==> src/hdl/lsu_pkg.sv <==
package lsu_pkg;

    localparam int VADDR_W = 32;
    localparam int XLEN    = 32;
    // wrap bit on top of five index bits
    localparam int ROB_W   = 6;
    localparam int EXC_W   = 4;
    localparam int SIZE_W  = 2;

    localparam logic [EXC_W-1:0] EXC_NONE = 4'd0;
    localparam logic [EXC_W-1:0] EXC_LAM  = 4'd4;
    localparam logic [EXC_W-1:0] EXC_SAM  = 4'd6;

    // memory word, read whole and written per byte lane
    typedef union packed {
        logic [XLEN-1:0]         word;
        logic [XLEN/8-1:0][7:0]  bytes;
    } mem_word_u;

    // true when a is older than b
    function automatic logic rob_older(
        input logic [ROB_W-1:0] a,
        input logic [ROB_W-1:0] b
    );
        logic same_wrap;
        same_wrap = (a[ROB_W-1] == b[ROB_W-1]);
        if (same_wrap) begin
            return a[ROB_W-2:0] < b[ROB_W-2:0];
        end
        // one side has wrapped, so the larger index was issued first
        return a[ROB_W-2:0] > b[ROB_W-2:0];
    endfunction

endpackage

==> src/hdl/lsu_access_if.sv <==
`timescale 1ns/1ps

interface lsu_access_if;
    import lsu_pkg::*;

    logic                valid;
    logic [VADDR_W-1:0]  vaddr;
    logic [SIZE_W-1:0]   size;
    logic [XLEN/8-1:0]   mask;
    logic [ROB_W-1:0]    rob;
    logic                misalign;

    // address stage drives the stage-1 registers
    modport src(output valid, vaddr, size, mask, rob, misalign);

    // data memory only needs the lane view
    modport mem(input valid, vaddr, mask, misalign);

    modport mon(input valid, vaddr, size, mask, rob, misalign);

endinterface

==> src/hdl/lsu_addr_stage.sv <==
`timescale 1ns/1ps

module lsu_addr_stage (
    input  logic                       clk,
    input  logic                       rst,
    input  logic                       valid_i,
    input  logic [lsu_pkg::VADDR_W-1:0] base_i,
    input  logic [lsu_pkg::VADDR_W-1:0] imm_i,
    input  logic [lsu_pkg::SIZE_W-1:0]  size_i,
    input  logic [lsu_pkg::ROB_W-1:0]   rob_i,
    lsu_access_if.src                  acc
);
    import lsu_pkg::*;

    logic [VADDR_W-1:0] vaddr;
    logic [1:0]         offset;
    logic [XLEN/8-1:0]  mask;
    logic               misalign;

    assign vaddr  = base_i + imm_i;
    assign offset = vaddr[1:0];

    always_comb begin
        case (size_i)
            2'd2: begin
                mask     = 4'b1111;
                misalign = |offset;
            end
            2'd1: begin
                // odd offset 3 leaves only the top lane
                mask     = 4'b0011 << offset;
                misalign = offset[0];
            end
            default: begin
                mask     = 4'b0001 << offset;
                misalign = 1'b0;
            end
        endcase
    end

    always_ff @(posedge clk or posedge rst) begin
        if (rst) begin
            acc.valid <= 1'b0;
        end else begin
            acc.valid <= valid_i;
        end
    end

    always_ff @(posedge clk) begin
        acc.vaddr    <= vaddr;
        acc.size     <= size_i;
        acc.mask     <= mask;
        acc.rob      <= rob_i;
        acc.misalign <= misalign;
    end

endmodule

==> src/hdl/lsu_data_ram.sv <==
`timescale 1ns/1ps

module lsu_data_ram #(
    parameter int ADDR_BITS = 6
) (
    input  logic                    clk,
    input  logic                    rst,
    input  logic [lsu_pkg::XLEN-1:0] store_data_i,
    lsu_access_if.mem               ld,
    lsu_access_if.mem               st,
    output lsu_pkg::mem_word_u      rdata_o
);
    import lsu_pkg::*;

    mem_word_u             mem [2**ADDR_BITS];
    logic [XLEN-1:0]       sdata_q;
    mem_word_u             st_wdata;
    logic [ADDR_BITS-1:0]  st_idx;
    logic [ADDR_BITS-1:0]  ld_idx;
    logic                  st_we;

    // upper address bits alias onto the same words
    assign st_idx = st.vaddr[ADDR_BITS+1:2];
    assign ld_idx = ld.vaddr[ADDR_BITS+1:2];

    // move store data onto the lanes of its offset
    assign st_wdata.word = sdata_q << {st.vaddr[1:0], 3'b000};
    assign st_we         = st.valid & ~st.misalign & ~rst;

    always_ff @(posedge clk) begin
        sdata_q <= store_data_i;
    end

    always_ff @(posedge clk) begin
        if (st_we) begin
            for (int i = 0; i < XLEN/8; i++) begin
                if (st.mask[i]) begin
                    mem[st_idx].bytes[i] <= st_wdata.bytes[i];
                end
            end
        end
    end

    // same-edge store is not visible here
    always_ff @(posedge clk) begin
        if (ld.valid && !ld.misalign) begin
            rdata_o <= mem[ld_idx];
        end
    end

endmodule

==> src/hdl/lsu_load_align.sv <==
`timescale 1ns/1ps

module lsu_load_align (
    input  logic                     clk,
    input  logic                     rst,
    input  logic                     uext_i,
    input  lsu_pkg::mem_word_u       rdata_i,
    lsu_access_if.mon                ld,
    output logic                     wb_valid_o,
    output logic [lsu_pkg::XLEN-1:0]  wb_data_o,
    output logic [lsu_pkg::ROB_W-1:0] wb_rob_o,
    output logic [lsu_pkg::EXC_W-1:0] wb_exc_o
);
    import lsu_pkg::*;

    logic              uext_q1;
    logic              uext_q2;
    logic              valid_q;
    logic [1:0]        off_q;
    logic [SIZE_W-1:0] size_q;
    logic [ROB_W-1:0]  rob_q;
    logic              misalign_q;
    logic [XLEN-1:0]   shifted;
    logic [XLEN-1:0]   ext_data;

    // uext comes with the issue, the rest from stage 1
    always_ff @(posedge clk or posedge rst) begin
        if (rst) begin
            valid_q    <= 1'b0;
            wb_valid_o <= 1'b0;
        end else begin
            valid_q    <= ld.valid;
            wb_valid_o <= valid_q;
        end
    end

    always_ff @(posedge clk) begin
        uext_q1    <= uext_i;
        uext_q2    <= uext_q1;
        off_q      <= ld.vaddr[1:0];
        size_q     <= ld.size;
        rob_q      <= ld.rob;
        misalign_q <= ld.misalign;
    end

    assign shifted = rdata_i.word >> {off_q, 3'b000};

    always_comb begin
        case (size_q)
            2'd0:    ext_data = {{(XLEN-8){~uext_q2 & shifted[7]}}, shifted[7:0]};
            2'd1:    ext_data = {{(XLEN-16){~uext_q2 & shifted[15]}}, shifted[15:0]};
            default: ext_data = shifted;
        endcase
    end

    always_ff @(posedge clk) begin
        wb_rob_o  <= rob_q;
        wb_data_o <= misalign_q ? '0 : ext_data;
        wb_exc_o  <= misalign_q ? EXC_LAM : EXC_NONE;
    end

endmodule

==> src/hdl/lsu_exc_tracker.sv <==
`timescale 1ns/1ps

module lsu_exc_tracker (
    input  logic                       clk,
    input  logic                       rst,
    input  logic                       redirect_i,
    input  logic [lsu_pkg::ROB_W-1:0]   redirect_rob_i,
    lsu_access_if.mon                  ld,
    lsu_access_if.mon                  st,
    output logic                       exc_valid_o,
    output logic [lsu_pkg::ROB_W-1:0]   exc_rob_o,
    output logic [lsu_pkg::EXC_W-1:0]   exc_code_o,
    output logic [lsu_pkg::VADDR_W-1:0] exc_vaddr_o
);
    import lsu_pkg::*;

    logic               ld_cand;
    logic               st_cand;
    logic               pick_ld;
    logic               cand_valid;
    logic [ROB_W-1:0]   cand_rob;
    logic [EXC_W-1:0]   cand_code;
    logic [VADDR_W-1:0] cand_vaddr;
    logic               flush_hit;
    logic               take;

    assign ld_cand = ld.valid & ld.misalign;
    assign st_cand = st.valid & st.misalign;

    // load wins when the store is absent or younger
    assign pick_ld    = ld_cand & (~st_cand | rob_older(ld.rob, st.rob));
    assign cand_valid = ld_cand | st_cand;
    assign cand_rob   = pick_ld ? ld.rob : st.rob;
    assign cand_code  = pick_ld ? EXC_LAM : EXC_SAM;
    assign cand_vaddr = pick_ld ? ld.vaddr : st.vaddr;

    // redirect at or before the held index
    assign flush_hit = redirect_i & ((exc_rob_o == redirect_rob_i) |
                                     rob_older(redirect_rob_i, exc_rob_o));
    assign take      = cand_valid & (~exc_valid_o | rob_older(cand_rob, exc_rob_o));

    always_ff @(posedge clk or posedge rst) begin
        if (rst) begin
            exc_valid_o <= 1'b0;
        end else if (flush_hit) begin
            exc_valid_o <= 1'b0;
        end else if (take) begin
            exc_valid_o <= 1'b1;
        end
    end

    always_ff @(posedge clk) begin
        if (!flush_hit && take) begin
            exc_rob_o   <= cand_rob;
            exc_code_o  <= cand_code;
            exc_vaddr_o <= cand_vaddr;
        end
    end

endmodule

==> src/hdl/lsu_top.sv <==
`timescale 1ns/1ps

module lsu_top #(
    parameter int ADDR_BITS = 6
) (
    input  logic                        clk,
    input  logic                        rst,
    input  logic                        load_valid_i,
    input  logic [lsu_pkg::VADDR_W-1:0] load_base_i,
    input  logic [lsu_pkg::VADDR_W-1:0] load_imm_i,
    input  logic [lsu_pkg::SIZE_W-1:0]  load_size_i,
    input  logic                        load_uext_i,
    input  logic [lsu_pkg::ROB_W-1:0]   load_rob_i,
    input  logic                        store_valid_i,
    input  logic [lsu_pkg::VADDR_W-1:0] store_base_i,
    input  logic [lsu_pkg::VADDR_W-1:0] store_imm_i,
    input  logic [lsu_pkg::SIZE_W-1:0]  store_size_i,
    input  logic [lsu_pkg::XLEN-1:0]    store_data_i,
    input  logic [lsu_pkg::ROB_W-1:0]   store_rob_i,
    input  logic                        redirect_i,
    input  logic [lsu_pkg::ROB_W-1:0]   redirect_rob_i,
    output logic                        load_wb_valid_o,
    output logic [lsu_pkg::XLEN-1:0]    load_wb_data_o,
    output logic [lsu_pkg::ROB_W-1:0]   load_wb_rob_o,
    output logic [lsu_pkg::EXC_W-1:0]   load_wb_exc_o,
    output logic                        exc_valid_o,
    output logic [lsu_pkg::ROB_W-1:0]   exc_rob_o,
    output logic [lsu_pkg::EXC_W-1:0]   exc_code_o,
    output logic [lsu_pkg::VADDR_W-1:0] exc_vaddr_o
);
    import lsu_pkg::*;

    mem_word_u rdata;

    lsu_access_if ld_acc();
    lsu_access_if st_acc();

    lsu_addr_stage load_addr (
        .clk     (clk),
        .rst     (rst),
        .valid_i (load_valid_i),
        .base_i  (load_base_i),
        .imm_i   (load_imm_i),
        .size_i  (load_size_i),
        .rob_i   (load_rob_i),
        .acc     (ld_acc.src)
    );

    lsu_addr_stage store_addr (
        .clk     (clk),
        .rst     (rst),
        .valid_i (store_valid_i),
        .base_i  (store_base_i),
        .imm_i   (store_imm_i),
        .size_i  (store_size_i),
        .rob_i   (store_rob_i),
        .acc     (st_acc.src)
    );

    lsu_data_ram #(
        .ADDR_BITS (ADDR_BITS)
    ) data_ram (
        .clk          (clk),
        .rst          (rst),
        .store_data_i (store_data_i),
        .ld           (ld_acc.mem),
        .st           (st_acc.mem),
        .rdata_o      (rdata)
    );

    lsu_load_align load_align (
        .clk        (clk),
        .rst        (rst),
        .uext_i     (load_uext_i),
        .rdata_i    (rdata),
        .ld         (ld_acc.mon),
        .wb_valid_o (load_wb_valid_o),
        .wb_data_o  (load_wb_data_o),
        .wb_rob_o   (load_wb_rob_o),
        .wb_exc_o   (load_wb_exc_o)
    );

    lsu_exc_tracker exc_tracker (
        .clk            (clk),
        .rst            (rst),
        .redirect_i     (redirect_i),
        .redirect_rob_i (redirect_rob_i),
        .ld             (ld_acc.mon),
        .st             (st_acc.mon),
        .exc_valid_o    (exc_valid_o),
        .exc_rob_o      (exc_rob_o),
        .exc_code_o     (exc_code_o),
        .exc_vaddr_o    (exc_vaddr_o)
    );

endmodule

==> config.mk <==
export PLATFORM = sky130hd
export DESIGN_NAME = lsu_top
export DESIGN_NICKNAME = d
export VERILOG_FILES = /design/src/hdl/lsu_pkg.sv /design/src/hdl/lsu_access_if.sv /design/src/hdl/lsu_addr_stage.sv /design/src/hdl/lsu_data_ram.sv /design/src/hdl/lsu_load_align.sv /design/src/hdl/lsu_exc_tracker.sv /design/src/hdl/lsu_top.sv
export SDC_FILE = /design/constraint.sdc
export NUM_CORES = 2
export LEC_CHECK = 0
export BUFFER_PORTS_ARGS = -buffer_cell sky130_fd_sc_hd__buf_4
export CAP_MARGIN = 20
export CORE_ASPECT_RATIO = 1.25
export CORE_MARGIN = 2
export CORE_UTILIZATION = 40
export CTS_CLUSTER_DIAMETER = 100
export CTS_CLUSTER_SIZE = 24
export DETAILED_ROUTE_END_ITERATION = 12
export GPL_ROUTABILITY_DRIVEN = 0
export SKIP_LAST_GASP = 1
export SLEW_MARGIN = 20
export SYNTH_ARGS = -nofsm -noshare
export SYNTH_HDL_FRONTEND = slang
export SYNTH_SLANG_ARGS = --single-unit
==> constraint.sdc <==
create_clock -name clk -period 9 [get_ports clk]
set_input_delay 0 -clock clk [delete_from_list [all_inputs] [get_ports clk]]
set_output_delay 0 -clock clk [all_outputs]
set_load 0.01 [all_outputs]
==> Yosys cells after proc, flatten, opt, wreduce, memory -nomap -nowiden <==
Memories as Yosys holds them, arrays and structs flattened. A register that Yosys moved wholly into a read port is not among the register bits.
Index checks and enable logic that the tools add are counted.
{ "op_classes": {"shift": 4, "eq_ne": 9, "mux": 31, "order_cmp": 6, "addsub": 2, "bitwise_logic": 18, "n_reduce_logical": 8} }
{ "ops": {"columns": ["cell", "count"], "rows": [
  ["32-bit adder", 2],
  ["32-bit one-hot mux with 2 select lines", 1],
  ["32-bit two-way mux", 1],
  ["32-bit by 5-bit << shifter with 32-bit output", 1],
  ["32-bit by 5-bit right shift with 32-bit output", 1],
  ["1-bit two-way mux", 23],
  ["5-bit greater-than comparator", 3],
  ["5-bit < comparator", 3],
  ["1-bit AND", 9],
  ["4-bit one-hot mux with 2 select lines", 1],
  ["2-bit by 1-bit equality test with 1-bit output (second input constant)", 3],
  ["6-bit equality test", 1],
  ["6-bit two-way mux", 1],
  ["1-bit inverter", 5],
  ["2-bit equality test (second input constant)", 2],
  ["1-bit bitwise OR", 4],
  ["1-bit one-hot mux with 2 select lines", 2],
  ["2-bit OR reduction", 2],
  ["1-bit by 2-bit << shifter with 4-bit output (first input constant)", 1],
  ["2-bit by 2-bit << shifter with 4-bit output (first input constant)", 1],
  ["1-bit equality test", 3],
  ["3-bit two-way mux", 1],
  ["1-bit logical AND", 2],
  ["1-bit logical NOT", 2],
  ["other kinds (3)", 3]
]} }
{ "word_totals": {"ramBits": 2048, "elab_cells": 105, "in_bits": 188, "regBits": 218, "mem_count": 1, "output_inout_bits": 86} }
{ "mem_list": {"columns": ["name", "words", "word_bits", "rd", "rd_clocked_by_memory_dff", "wr", "line", "rtl"], "rows": [
  ["data_ram.mem", 64, 32, 1, 1, 1, "lsu_data_ram.sv:15", "mem_word_u mem [2**ADDR_BITS];"]
]} }

==> Logic depth before layout (Yosys ltp) <==
{ "depth": {"depth_word": 13, "ltp_mapped": 19} }

==> Modules after synthesis <==
A second synthesis with hierarchy kept.
{ "unflattened": {"hier_cells": 4932, "area_unflattened_um2": 91482.7} }
{ "modules_own_cells": {"columns": ["mod", "cells_each", "area_each_um2", "n_inst", "seq_area_each_um2"], "rows": [
  ["lsu_data_ram", 3880, 81523.2, 1, 63100.5],
  ["lsu_addr_stage", 311, 2787.7, 2, 925.9],
  ["lsu_exc_tracker", 231, 2200.9, 1, 1196.1],
  ["lsu_load_align", 199, 2183.3, 1, 1091.0]
]} }

==> Worst setup path before layout <==
OpenSTA, ideal clock, no wires.
{ "synth_path": {"path_type": "register to register", "startpoint": "reg store_addr.acc.rob[2]", "endpoint": "reg exc_tracker.exc_code_o[1] (netlist name), enable pin", "t_arrival_ns": 4.969, "slack_ns": 3.583, "period_less_slack_ns": 5.417, "t_required_ns": 8.552, "path_stages_with_launch": 19, "path_cell_list": "dfxtp_1 > inv_1 > ha_1 > a21o_1 > a21o_1 > a211oi_1 > a21oi_1 > a21oi_2 > clkbuf_1 > nand2_1 > o21ai_0 > ha_1 > nor2b_1 > o21a_1 > o21ai_0 > nand2b_1 > a21oi_1 > mux2i_1 > a21oi_1"} }
{ "synth_via": {"elab_chain_cells": 12, "word_cells_on_any_way": 16} }
{ "synth_lines": {"columns": ["element", "line", "rtl"], "rows": [
  ["start: declaration", "lsu_access_if.sv:14", "modport src(output valid, vaddr, size, mask, rob, misalign);"],
  ["start signal: assignment", "lsu_addr_stage.sv:53", "acc.rob <= rob_i;"],
  ["5-bit < comparator", "lsu_pkg.sv:28", "return a[ROB_W-2:0] < b[ROB_W-2:0];"],
  ["1-bit two-way mux", "lsu_pkg.sv:27", "if (same_wrap) begin"],
  ["1-bit two-way mux (*)", "lsu_pkg.sv:31", "return a[ROB_W-2:0] > b[ROB_W-2:0];"],
  ["1-bit bitwise OR (*)", "lsu_exc_tracker.sv:31", "assign pick_ld = ld_cand & (~st_cand | rob_older(ld.rob, st.rob));"],
  ["1-bit AND (*)", "lsu_exc_tracker.sv:31", null],
  ["6-bit two-way mux (*)", "lsu_exc_tracker.sv:33", "assign cand_rob = pick_ld ? ld.rob : st.rob;"],
  ["via exc_tracker.cand_rob[1]", "lsu_exc_tracker.sv:21", "logic [ROB_W-1:0] cand_rob;"],
  ["5-bit < comparator", "lsu_pkg.sv:28", null],
  ["1-bit two-way mux", "lsu_pkg.sv:27", null],
  ["1-bit two-way mux (*)", "lsu_pkg.sv:31", null],
  ["1-bit bitwise OR (*)", "lsu_exc_tracker.sv:40", "assign take = cand_valid & (~exc_valid_o | rob_older(cand_rob, exc_rob_o));"],
  ["1-bit AND (*)", "lsu_exc_tracker.sv:40", null],
  ["1-bit logical AND (*)", "lsu_exc_tracker.sv:53", "if (!flush_hit && take) begin"],
  ["end signal: assignment", "lsu_exc_tracker.sv:55", "exc_code_o <= cand_code;"],
  ["end: declaration", "lsu_exc_tracker.sv:12", "output logic [lsu_pkg::EXC_W-1:0] exc_code_o,"]
]} }
The timed path passes the listed nets; every way through them passes the cells marked *. The select of a mux whose other input is x is not followed.
A chain may end at the register's enable or synchronous reset.

==> Worst setup path after layout <==
{ "layout_path": {"startpoint": "reg store_addr.acc.rob[2]", "endpoint": "reg exc_tracker.exc_vaddr_o[12] (netlist name), enable pin"} }
{ "layout_via": {"elab_chain_cells": 12, "word_cells_on_any_way": 16} }
{ "layout_lines": {"columns": ["element", "line", "rtl"], "rows": [
  ["5-bit < comparator", "lsu_pkg.sv:28", null],
  ["1-bit two-way mux", "lsu_pkg.sv:27", null],
  ["1-bit two-way mux (*)", "lsu_pkg.sv:31", null],
  ["1-bit bitwise OR (*)", "lsu_exc_tracker.sv:31", null],
  ["1-bit AND (*)", "lsu_exc_tracker.sv:31", null],
  ["6-bit two-way mux (*)", "lsu_exc_tracker.sv:33", null],
  ["via exc_tracker.cand_rob[1]", "lsu_exc_tracker.sv:21", null],
  ["5-bit < comparator", "lsu_pkg.sv:28", null],
  ["1-bit two-way mux", "lsu_pkg.sv:27", null],
  ["1-bit two-way mux (*)", "lsu_pkg.sv:31", null],
  ["1-bit bitwise OR (*)", "lsu_exc_tracker.sv:40", null],
  ["1-bit AND (*)", "lsu_exc_tracker.sv:40", null],
  ["1-bit logical AND (*)", "lsu_exc_tracker.sv:53", null],
  ["end signal: assignment", "lsu_exc_tracker.sv:56", "exc_vaddr_o <= cand_vaddr;"],
  ["end: declaration", "lsu_exc_tracker.sv:13", "output logic [lsu_pkg::VADDR_W-1:0] exc_vaddr_o"]
]} }
Marks and branches as above.

==> results.txt <==
----------------------------------------------------
[Drt]
  Number of vias in the routed layout ... 44400
  Average wire per standard cell ... 30.4 um
  Wire length after detailed routing ... 237000 um
  Final routed DRC violation total ... 0
  Number of routed nets with antenna violations ... 0
  Number of optimization iterations in the first detailed-route pass ... 8
  Initial DRC count ... 4900
  Avg Vias per Cell ... 5.69

[Clock network]
  Post-cts repair resize count ... 0
  Root buffer cell ... clkbuf_16
  CTS tree ... built
  Clock-pin slew on the worst setup and hold paths ... 0.09 ns
  Clock Latency Late Sink ... 0.82 ns
  Clock sink count ... 2292
  Maximum buffer depth of the clock tree ... 3
  Number of buffers created by CTS ... 106
  H-tree depth ... 3

[Finish]
  Number of nets in the layout ... 5078
  Layout-stage area growth over the synthesis result ... 13.1%
  Final Instance Area ... 102000 um2
  Proportion of layout cells with a drive suffix above 1 ... 0.253
  Fin util ... 0.455

[STA]
  Max frequency ... 204 MHz
  Clock Skew ... 0.0627 ns
  Number of failing setup endpoints in the final timing report ... 0
  Relative slew slack ... 0.237
  Hold Violations, Final ... 0
  Total negative slack ... 0 ns
  Setup repair after global routing missed its margin ... no
  Worst slew pin tran ... 1.14 ns
  Final min period ... 4.91 ns
  Share of the clock period used by the worst path after layout ... 0.546
  Final-report max-slew violation count ... 0

[Run status]
  Status ... complete, no violations

[Yosys]
  Fraction of synthesized cell area taken by the top area cell type ... 0.709
  Total number of yosys warnings ... 0
  Average instance area after synthesis ... 21.0 um2
  Dominant synthesized flop cell ... edfxtp_1
  Synth area leader ... edfxtp_1
  Register bit total from synthesis ... 2292
  Sequential fraction of the synthesis area ... 0.748
  Synth async-reset ratio ... 0.00218
  Area contributors post-synth ... edfxtp_1 71%, mux4_2 17%, dfxtp_1 3.7%
  Post-synth design cell area ... 89800 um2
  Post-synthesis instance total ... 4282
  Number of enable-type register cells in the synthesized netlist ... 2119
  Distinct cells, synth ... 64

[Die]
  Die area ... 228000 um2
  X dimension of the die ... 428 um
  Height of the chip ... 534 um
  Starting density of the core ... 0.402
  IO Pins ... 274
  Core region area ... 223000 um2
  Std cell rows ... 194

[Power and ir drop]
  Cell internal pwr ... 15.9 mW
  Power density relative to cell area ... 211 nW/um2
  Switching part of the total ... 0.257
  Leakage power total ... 34.1 nW
  Net switching power of the design ... 5.51 mW
  Sequential share of power ... 0.578
  Combinational power share ... 0.168
  Proportion of power drawn by the clock network ... 0.254
  Worst-case vdd ir drop ... 0.174 mV

[Placement]
  HPWL after detailed placement ... 152000 um
  Count of buffers from port buffering ... 267
  Placement Cell Area ... 95500 um2

[Global routing]
  Remaining global-route overflow ... 0
  Global Route Usage Sum ... 0.207
  Vias in the first global route ... 45100
  Global-route wire length before repair ... 336000 um
  Maximum number of pins on one net before global-route repair ... 138
  Antenna violations before repair ... 13

[Run]
  Max-cap check violation count ... 0

[Setup path]
  Arrival time at the worst endpoint ... 5.35 ns
  Crit end category ... flip-flop
  Worst path required time ... 9.44 ns
  Crit start category ... flip-flop
  Critical path class ... flip-flop to flip-flop
  Maximum fanout along the worst path ... 37

[Worst hold path]
  Hold crit path type ... primary input to flip-flop

----------------------------------------------------
## state kept, by name (all words and copies together) (netlist names), 32 cells and up
register and flops:
load_align.wb_data_o 32, exc_tracker.exc_vaddr_o 32, load_addr.acc.vaddr 32, data_ram.mem 2048
data_ram.sdata_q 32, store_addr.acc.vaddr 32, data_ram.rdata_o 32
## cell usage after synthesis, types with 11 or more instances
cell type  number
mux2_2         42
inv_1          34
xor2_1         19
nand4_1        11
dfxtp_1       168
o21ai_0        46
nor3_1         16
a21o_1         29
buf_1          16
xnor2_1        40
a21oi_1        89
nor2_1        312
mux2i_1        27
buf_2          49
ha_1           81
edfxtp_1     2119
a211oi_1       30
o21a_1         12
o21bai_1       11
mux4_2        672
nand2_1       153
nor2b_1        30
clkbuf_1      154
and2_1         11
## routing by layer
layer | track usage | wire length [um] | vias to the layer above
li1 | - | - | 18500
met1 | 0.265 | 90000 | 23800
met2 | 0.359 | 123000 | 1688
met3 | 0.0241 | 13400 | 406
met4 | 0.0807 | 10300 | 2
met5 | 0 | 13 | -
## layout make-up
class	instances	area, um2
fillers	18600	122000
flip-flops and latches	2292	67100
clock buffers	144	2840
repair buffers	638	5670
diodes	13	32.5
inverters	35	131
well taps	2940	3680
clock inverters	7	113
multi-input cells	1734	21900
## what timing repair did
item | 4_1_cts | 5_1_grt
hold endpoints to repair | 140 | 0
hold buffers | 305 | 0
setup buffers | 0 | 0
## placed cells by master, fill, tap and decap left out, types with 6 or more instances in the layout
master	instances
clkbuf_1	36
o21ai_0	38
inv_1	34
edfxtp_1	2119
nor3b_1	8
o21ai_1	9
mux2i_1	27
o21bai_1	11
o21a_1	12
mux2_2	42
nor3_1	16
mux4_2	672
clkbuf_16	108
a21o_1	29
nor2_2	9
and2_2	8
nand3_1	9
nand2_1	149
a21oi_1	80
xnor2_1	40
buf_4	324
nor2_1	295
buf_12	9
conb_1	6
o21ai_4	8
dlygate4sd3_1	305
nand4_1	11
ha_1	81
and3_1	7
nor2b_1	29
dfxtp_1	160
xor2_1	19
a21oi_4	10
diode_2	13
nor2_4	8
a211oi_1	30
## through the flow
| stage | setup slack [ns] | power [mW] | std cells | hold slack, ns |
|---|---|---|---|---|
| after global routing | 3.75 | 22.1 | 7792 | 0.133 |
| after detailed placement | 4.16 | 16.1 | 7334 | -0.0339 |
| after floorplan | 3.58 | 14.7 | 4286 | -0.221 |
| after CTS | 4.10 | 21.6 | 7790 | 0.0498 |
| final | 4.09 | 21.4 | 7803 | 0.102 |
| after global placement | 4.08 | 16.0 | 7334 | -0.0384 |
## path summary, 6_finish.rpt
path,slack (ns),cells past startpoint,startpoint,end
worst max-delay path,4.09,18,store_addr.acc.rob[2],exc_tracker.exc_vaddr_o[12]
worst min-delay path,0.10,5,load_size_i[0],load_addr.acc.misalign
worst max register to register,4.09,18,store_addr.acc.rob[2],exc_tracker.exc_vaddr_o[12]
worst min register to register,0.32,0,load_align.rob_q[4],load_align.wb_rob_o[4]
max in group asynchronous,8.51,4,rst,exc_tracker.exc_valid_o
min in group asynchronous,0.27,4,rst,store_addr.acc.valid
## critical path, cell delays in order, from the launching register on
cell and delay [ns]:
dfxtp_1 0.32, inv_1 0.05, ha_1 0.31, a21o_1 0.16
a21o_1 0.17, a211oi_1 0.30, a21oi_1 0.17, a21oi_4 0.24
buf_4 0.49, o21ai_0 0.23, ha_1 0.33, nor2b_1 0.13
o21a_1 0.15, o21ai_0 0.16, nand2b_1 0.08, a21oi_1 0.20
mux2i_1 0.14, a21oi_4 0.38, buf_4 0.48
## power by group through the flow
stage / clock [mW] / combinational, mW / sequential, mW
global route: 5.85 / 3.80 / 12.4
floorplan: 0 / 2.20 / 12.5
CTS: 5.55 / 3.63 / 12.4
global placement: 0 / 3.40 / 12.6
detailed placement: 0 / 3.44 / 12.6
finish: 5.45 / 3.60 / 12.4
## cells by family (layout without fill, tap and decap cells)
kind of cell,count (synthesis),after routing,share of synthesized area
other,2,19,0.0000837
adders and majority gates,83,83,0.0117
buffers and inverters,260,824,0.0118
xor gates and xnor gates,59,59,0.00576
and+or+nand+nor,579,579,0.0273
AOI/OAI and AO/OA,266,266,0.0188
DFF,2292,2292,0.748
muxes,741,741,0.177
(Power assumes the default switching activity.)
